### src/common/inst_buf_pkg.sv
package inst_buf_pkg;

	// Instruction word width matches the APB data width
	localparam int INST_W = 32;

	typedef struct packed {
		logic [7:0]        opcode;
		logic [INST_W-9:0] operand;
	} inst_t;

	//////////////////////////////////////////////////////////////////////
	// APB
	//////////////////////////////////////////////////////////////////////

	typedef struct packed {
		logic              psel;
		logic              penable;
		logic              pwrite;
		logic [7:0]        paddr;
		logic [INST_W-1:0] pwdata;
	} apb_req_t;

	typedef struct packed {
		logic [INST_W-1:0] prdata;
		logic              pready;
		logic              pslverr;
	} apb_rsp_t;

	// One-cycle strobes from the register block
	typedef struct packed {
		logic load;
		logic start;
		logic clear;
	} buf_cmd_t;

	// Register map
	localparam logic [7:0] REG_CTRL   = 8'h00;
	localparam logic [7:0] REG_STATUS = 8'h04;
	localparam logic [7:0] REG_INST   = 8'h08;

	// Bits of REG_CTRL
	localparam int CTRL_START = 0;
	localparam int CTRL_CLEAR = 1;

endpackage

### src/source/apb_loader.sv
`timescale 1ns/10ps

module apb_loader #(
	parameter int IM_ADDR_W = 4
) (
	input  logic                   clk,
	input  logic                   rst,
	input  inst_buf_pkg::apb_req_t apb_req,
	output inst_buf_pkg::apb_rsp_t apb_rsp,
	input  logic                   busy,
	input  logic                   done,
	input  logic [IM_ADDR_W:0]     count,
	input  logic                   full,
	output inst_buf_pkg::buf_cmd_t cmd,
	output inst_buf_pkg::inst_t    wr_data
);

	logic                            setup_q;
	logic                            access;
	logic                            wr_acc;
	logic                            rd_acc;
	logic                            hit_ctrl;
	logic                            hit_status;
	logic                            hit_inst;
	logic                            start_req;
	logic                            clear_req;
	logic                            load_err;
	logic                            start_err;
	logic                            clear_err;
	logic                            addr_err;
	logic [inst_buf_pkg::INST_W-1:0] status_word;

	// Setup phase seen on the previous cycle, so each transfer strobes once
	always_ff @(posedge clk) begin
		if (rst) begin
			setup_q <= 1'b0;
		end else begin
			setup_q <= apb_req.psel && !apb_req.penable;
		end
	end

	assign access = apb_req.psel && apb_req.penable && setup_q;
	assign wr_acc = access && apb_req.pwrite;
	assign rd_acc = access && !apb_req.pwrite;

	assign hit_ctrl   = apb_req.paddr == inst_buf_pkg::REG_CTRL;
	assign hit_status = apb_req.paddr == inst_buf_pkg::REG_STATUS;
	assign hit_inst   = apb_req.paddr == inst_buf_pkg::REG_INST;

	assign start_req = wr_acc && hit_ctrl && apb_req.pwdata[inst_buf_pkg::CTRL_START];
	assign clear_req = wr_acc && hit_ctrl && apb_req.pwdata[inst_buf_pkg::CTRL_CLEAR];

	//////////////////////////////////////////////////////////////////////
	// Refusal rules
	//////////////////////////////////////////////////////////////////////

	assign load_err = wr_acc && hit_inst && (busy || full);
	// Start and clear in one write are refused together
	assign start_err = start_req && (busy || count == '0 || clear_req);
	assign clear_err = clear_req && (busy || start_req);
	// Status is read only
	assign addr_err = wr_acc && !hit_ctrl && !hit_inst;

	assign cmd.load  = wr_acc && hit_inst && !load_err;
	assign cmd.start = start_req && !start_err;
	assign cmd.clear = clear_req && !clear_err;

	assign wr_data = inst_buf_pkg::inst_t'(apb_req.pwdata);

	always_comb begin
		status_word       = '0;
		status_word[0]    = busy;
		status_word[1]    = done;
		status_word[15:8] = 8'(count);
	end

	// Unknown offsets and the control register read as zero
	assign apb_rsp.prdata  = (rd_acc && hit_status) ? status_word : '0;
	assign apb_rsp.pready  = 1'b1;
	assign apb_rsp.pslverr = load_err || start_err || clear_err || addr_err;

endmodule

### src/inst_buf/inst_counters.sv
`timescale 1ns/10ps

module inst_counters #(
	parameter int IM_ADDR_W = 4
) (
	input  logic                 clk,
	input  logic                 rst,
	input  logic                 load,
	input  logic                 clear,
	input  logic                 start,
	input  logic                 pc_step,
	output logic [IM_ADDR_W-1:0] wr_addr,
	output logic [IM_ADDR_W-1:0] rd_addr,
	output logic [IM_ADDR_W:0]   count,
	output logic                 full,
	output logic                 last
);

	localparam int DEPTH = 2 ** IM_ADDR_W;

	logic [IM_ADDR_W:0]   load_ptr;
	logic [IM_ADDR_W-1:0] pc;

	// Load pointer with one extra bit so a full buffer is distinct from empty
	always_ff @(posedge clk) begin
		if (rst || clear) begin
			load_ptr <= '0;
		end else if (load && !full) begin
			load_ptr <= load_ptr + 1'b1;
		end
	end

	// Replay program counter
	always_ff @(posedge clk) begin
		if (rst || start) begin
			pc <= '0;
		end else if (pc_step) begin
			pc <= pc + 1'b1;
		end
	end

	assign wr_addr = load_ptr[IM_ADDR_W-1:0];
	assign rd_addr = pc;
	assign count   = load_ptr;
	assign full    = load_ptr == (IM_ADDR_W+1)'(DEPTH);
	assign last    = {1'b0, pc} == load_ptr - 1'b1;

endmodule

### src/inst_buf/replay_fsm.sv
`timescale 1ns/10ps

module replay_fsm (
	input  logic clk,
	input  logic rst,
	input  logic start,
	input  logic clear,
	input  logic last,
	input  logic slot_free,
	output logic rd_en,
	output logic pc_step,
	output logic busy,
	output logic done
);

	typedef enum logic [1:0] {
		IDLE,
		RUN,
		DRAIN
	} state_t;

	state_t state;
	state_t state_next;
	logic   done_set;

	always_comb begin
		state_next = state;
		rd_en      = 1'b0;
		done_set   = 1'b0;
		case (state)
			IDLE: begin
				if (start) begin
					state_next = RUN;
				end
			end
			RUN: begin
				// One read per cycle while the output slot can take it
				rd_en = slot_free;
				if (slot_free && last) begin
					state_next = DRAIN;
				end
			end
			DRAIN: begin
				// Wait for the final word to leave the slot
				if (slot_free) begin
					state_next = IDLE;
					done_set   = 1'b1;
				end
			end
			default: state_next = IDLE;
		endcase
	end

	always_ff @(posedge clk) begin
		if (rst) begin
			state <= IDLE;
		end else begin
			state <= state_next;
		end
	end

	// Done holds until the next start or clear
	always_ff @(posedge clk) begin
		if (rst || start || clear) begin
			done <= 1'b0;
		end else if (done_set) begin
			done <= 1'b1;
		end
	end

	assign pc_step = rd_en;
	assign busy    = state != IDLE;

endmodule

### src/inst_buf/inst_mem.sv
`timescale 1ns/10ps

module inst_mem #(
	parameter int IM_ADDR_W = 4
) (
	input  logic                 clk,
	input  logic                 rst,
	input  logic                 wr_en,
	input  logic [IM_ADDR_W-1:0] wr_addr,
	input  inst_buf_pkg::inst_t  wr_data,
	input  logic                 rd_en,
	input  logic [IM_ADDR_W-1:0] rd_addr,
	output inst_buf_pkg::inst_t  inst,
	output logic                 inst_valid,
	input  logic                 inst_ready,
	output logic                 slot_free
);

	localparam int DEPTH = 2 ** IM_ADDR_W;

	inst_buf_pkg::inst_t mem [DEPTH];

	//////////////////////////////////////////////////////////////////////
	// Storage
	//////////////////////////////////////////////////////////////////////

	always_ff @(posedge clk) begin
		if (wr_en) begin
			mem[wr_addr] <= wr_data;
		end
	end

	// Registered read lands directly in the output slot
	always_ff @(posedge clk) begin
		if (rd_en) begin
			inst <= mem[rd_addr];
		end
	end

	//////////////////////////////////////////////////////////////////////
	// Output slot
	//////////////////////////////////////////////////////////////////////

	always_ff @(posedge clk) begin
		if (rst) begin
			inst_valid <= 1'b0;
		end else if (rd_en) begin
			inst_valid <= 1'b1;
		end else if (inst_ready) begin
			// Accepted with nothing behind it
			inst_valid <= 1'b0;
		end
	end

	// Empty, or emptied by a transfer on this edge
	assign slot_free = !inst_valid || inst_ready;

endmodule

### src/source/inst_buf_top.sv
`timescale 1ns/10ps

module inst_buf_top #(
	parameter int IM_ADDR_W = 4
) (
	input  logic                   clk,
	input  logic                   rst,
	input  inst_buf_pkg::apb_req_t apb_req,
	output inst_buf_pkg::apb_rsp_t apb_rsp,
	output inst_buf_pkg::inst_t    inst,
	output logic                   inst_valid,
	input  logic                   inst_ready
);

	inst_buf_pkg::buf_cmd_t cmd;
	inst_buf_pkg::inst_t    wr_data;
	logic                   busy;
	logic                   done;
	logic [IM_ADDR_W:0]     count;
	logic                   full;
	logic                   last;
	logic [IM_ADDR_W-1:0]   wr_addr;
	logic [IM_ADDR_W-1:0]   rd_addr;
	logic                   rd_en;
	logic                   pc_step;
	logic                   slot_free;

	// Register block
	apb_loader #(.IM_ADDR_W(IM_ADDR_W)) apb_loader_inst (
		.clk(clk), .rst(rst), .apb_req(apb_req), .apb_rsp(apb_rsp),
		.busy(busy), .done(done), .count(count), .full(full),
		.cmd(cmd), .wr_data(wr_data)
	);

	// Load pointer and program counter
	inst_counters #(.IM_ADDR_W(IM_ADDR_W)) inst_counters_inst (
		.clk(clk), .rst(rst), .load(cmd.load), .clear(cmd.clear),
		.start(cmd.start), .pc_step(pc_step), .wr_addr(wr_addr),
		.rd_addr(rd_addr), .count(count), .full(full), .last(last)
	);

	replay_fsm replay_fsm_inst (
		.clk(clk), .rst(rst), .start(cmd.start), .clear(cmd.clear),
		.last(last), .slot_free(slot_free), .rd_en(rd_en),
		.pc_step(pc_step), .busy(busy), .done(done)
	);

	// Program memory and stream output
	inst_mem #(.IM_ADDR_W(IM_ADDR_W)) inst_mem_inst (
		.clk(clk), .rst(rst), .wr_en(cmd.load), .wr_addr(wr_addr),
		.wr_data(wr_data), .rd_en(rd_en), .rd_addr(rd_addr),
		.inst(inst), .inst_valid(inst_valid), .inst_ready(inst_ready),
		.slot_free(slot_free)
	);

endmodule

### config.mk
export PLATFORM = sky130hd
export DESIGN_NAME = inst_buf_top
export DESIGN_NICKNAME = d
export VERILOG_FILES = /design/src/common/inst_buf_pkg.sv /design/src/source/apb_loader.sv /design/src/inst_buf/inst_counters.sv /design/src/inst_buf/replay_fsm.sv /design/src/inst_buf/inst_mem.sv /design/src/source/inst_buf_top.sv
export SDC_FILE = /design/constraint.sdc
export NUM_CORES = 1
export LEC_CHECK = 0
export BUFFER_PORTS_ARGS = -buffer_cell sky130_fd_sc_hd__buf_2
export CAP_MARGIN = 20
export CORE_MARGIN = 2
export CORE_UTILIZATION = 45
export DETAILED_ROUTE_END_ITERATION = 7
export GPL_TIMING_DRIVEN = 0
export SLEW_MARGIN = 20
export SYNTH_ARGS = -nofsm -noshare
export SYNTH_HDL_FRONTEND = slang
export SYNTH_HIERARCHICAL = 1
export SYNTH_SLANG_ARGS = --single-unit
### constraint.sdc
create_clock -name clk -period 7.18 [get_ports clk]
set_clock_uncertainty 0.2 [all_clocks]
set_input_delay 0.718 -clock clk [delete_from_list [all_inputs] [get_ports clk]]
set_output_delay 0.718 -clock clk [all_outputs]
set_load 0.005 [all_outputs]
==> out/summary.txt <==
Number of global-route vias before repair: 10,660
Cts bufs inserted: 57
CP max stage delay: 670 ps
Leak pwr: 8.023 nW
Levels on crit path: 8
CTS tree: yes
CTS Hold Buffers Added: 0
Syn Area/Cell: 21.45 um^2
Fmax: 244.6 MHz
CTS Sinks: 558
CTS clk-pin slew, worst paths: 60 ps
Peak VDD IR: 0.2200 mV
Critical Path RT: 7270 ps
Final worst-path cycle share: 56.93%
Initial antenna violation count: 3
Final Hold Vio Count: 0
FF-to-FF setup slack: 3150 ps
Dpl hpwl: 29,390 um
Gr usage total: 18.89%
I/O Buffers: 56
Routed vias/inst: 5.475
IO Count: 113
Slowest cell on crit path: nor3_2
Fin Setup TNS: 0 ps
Hold Slack: 111.8 ps
Final count of pins violating max slew: 0
Max-cap violations: 0
Setup repair bufs after CTS: 0
Area taken by multi-input logic gates: 4431 um^2
Reg area: 16,620 um^2
Post-Syn Area: 21,560 um^2
Post-synth EDFFs: 544
Die height: 222.9 um
R2R depth: 9
Worst setup path start: apb_req[33]
Pre-Repair DR Iteration Count: 5
Fraction of layout instances using a drive strength above 1: 32.95%
Longest Clk Path Bufs: 3
Critical path buffer and inverter count: 3
Fillers: 3,679
RSZ-0062 raised after global routing: no
Main synth FF type: edfxtp_1
Worst-margin pin slew: 969.9 ps
Worst Hold Class: in -> reg
Routed WL: 45,590 um
Synth Instances: 1,005
Antenna Nets Post-Route: 0
Synth area leaders: edfxtp_1, mux4_2, buf_4, a22oi_1, dfxtp_1
Seq/Total Area, Yosys: 77.08%
Final setup viols: 0
Die width: 222.9 um
Drt initial violations: 909
Share of the synthesized area in the top cell type: 75.78%
Die ar.: 49,670 um^2
Status: complete, no violations
Reg-to-reg endpoint: inst_mem_inst/mem[0][14]$_DFFE_PP_
Design Power: 6.368 mW
Clk root buf: clkbuf_16
Area leader, netlist: edfxtp_1
CP max FO: 8
Synth-to-Final Area Change: 16.81%
CORE AREA: 47,550 um^2
Max H-tree Level: 2
Remaining DRCs: 0
Power per cell area: 252.9 nW/um^2
Arrival @ worst endpoint: 4180 ps
Min Tclk post-route: 4088 ps
Ys async rst share: 0%
Crit path kind: in -> reg
First-pass GRT wire length: 68,200 um
Flops & latches, synth: 558
PostCTS Resize Cnt: 0
Crit-path cells: buf_2, or4_4, or4_4, nor2_1, or3b_2, nor3_2, buf_4, buf_4
Critical Path Sink: inst_mem_inst/mem[0][14]$_DFFE_PP_
GRT Residual Overflow: 0
Row count: 80
Starting Density: 45.34%
Largest net degree at the start of global routing: 34
Later-pin clock latency in the skew report: 600 ps
Netlist cell types: 46
CP endpoint kind: flop
CP top delay family: simple AND/OR/NAND/NOR gates
Rel. slew slack: 35.34%
GP Congestion: 0.7195
Synth warnings: 6
Reg2Reg Launch Point: inst_counters_inst/count[0]$_SDFFE_PP0P_
Critical path launch point type: input pin
Final nets: 1,231
Wire length per cell: 24.75 um
Vias: 10,090
## kinds of logic (layout without fill, tap and decap cells)
logic type                 Yosys count  after routing  synth area share, %
DFF                                558            558                77.08
muxes                              129            129                13.42
and+or+nand+nor                    114            114                2.850
buffers and inverters              112            309                3.297
AOI/OAI and AO/OA                   75             75                2.589
xor gates and xnor gates            11             11               0.5108
adders and majority gates            4              4               0.2206
other                                2             27              0.03484
## cell usage after synthesis, types with 3 or more instances
cell type,n
nor3_1,14
inv_1,5
nand3_1,3
a22oi_1,64
nand3b_1,3
nor4_1,3
a21oi_1,4
buf_2,8
xor2_1,7
nor3b_1,3
xnor2_1,3
ha_1,3
dfxtp_1,14
clkbuf_1,17
nand2_1,37
nand4_1,4
and2_1,8
mux4_2,128
or3_1,3
edfxtp_1,544
buf_1,9
nand2b_1,4
buf_4,72
nor2_1,17
## where the power goes
part           total, mW  internal (mW)  switching (mW)
Sequential          3.57           3.57        0.000106
Clock               2.73           1.54            1.18
Combinational     0.0737         0.0257          0.0480
## worst register-to-register path: cells and delay by family (launching register included)
kind	cells	cell delay [ps]
DFF	1	570
buffers and inverters	3	610
adders and majority gates	1	240
and+or+nand+nor	5	2090
## placed cells by master (no fill, tap or decap), types with 3 or more instances in the layout
cell,n
buf_1,9
edfxtp_1,544
nor3b_1,3
clkbuf_1,32
nor2_1,5
a22oi_1,64
buf_16,16
a21oi_1,4
xor2_1,7
nand3_1,3
nand3b_1,3
nand2_1,37
conb_1,26
nand4_1,4
clkinv_2,11
nand2b_1,4
clkbuf_16,58
clkinv_1,15
dfxtp_1,14
nor2_4,12
nor3_1,10
buf_12,3
mux4_2,128
buf_4,85
nor3_2,4
or3_1,3
and2_1,8
nor4_1,3
xnor2_1,3
inv_1,5
buf_6,5
buf_2,64
ha_1,3
## through the flow
stage          utilization [%]  cells  cell area [um^2]  setup WS, ps
2_1_floorplan                -   1029             21650          1684
6_report                 52.96   1842             25180          3092
4_1_cts                  52.96   1841             25180          3128
3_5_place_dp             49.38   1738             23480          2517
3_3_place_gp             47.74   1700             22700         -1111
5_1_grt                  52.96   1841             25180          2924
## sequential cells by signal (all words and copies together) (netlist names)
signal                      count
inst_counters_inst/rd_addr      4
inst_mem_inst/inst_valid        1
apb_loader_inst/setup_q         1
inst_mem_inst/inst             32
replay_fsm_inst/state           2
inst_counters_inst/count        5
replay_fsm_inst/done            1
inst_mem_inst/mem             512
## worst min-delay path by stage
stage | start | endpoint | slack (ps) | cells after the start
6_report | apb_req[41] | apb_loader_inst/setup_q$_SDFF_PP0_ | 110 | 2
4_1_cts | apb_req[41] | apb_loader_inst/setup_q$_SDFF_PP0_ | 80 | 2
2_1_floorplan | replay_fsm_inst/done$_SDFFE_PP0P_ | replay_fsm_inst/done$_SDFFE_PP0P_ | 240 | 2
3_3_place_gp | replay_fsm_inst/done$_SDFFE_PP0P_ | replay_fsm_inst/done$_SDFFE_PP0P_ | 270 | 2
5_1_grt | apb_req[41] | apb_loader_inst/setup_q$_SDFF_PP0_ | 90 | 2
3_5_place_dp | replay_fsm_inst/done$_SDFFE_PP0P_ | replay_fsm_inst/done$_SDFFE_PP0P_ | 280 | 2
## metal layers
| layer | GRT usage [%] | wire [um] |
|---|---|---|
| met5 | 0 | 23 |
| met3 | 3.253 | 2445 |
| met4 | 5.780 | 927 |
| met2 | 31.78 | 22640 |
| met1 | 25.41 | 19550 |
## final cells by class
type | count | share of cell area, %
Multi-Input combinational cell | 359 | 17.59
Sequential cell | 558 | 65.98
Inverter | 5 | 0.07453
Clock inverter | 30 | 0.7751
Clock buffer | 73 | 5.987
Antenna cell | 1 | 0.009937
Timing Repair Buffer | 94 | 3.771
Buffer | 107 | 2.748
Tap cell | 615 | 3.056
No activity file was read; power rests on OpenSTA's default activity.
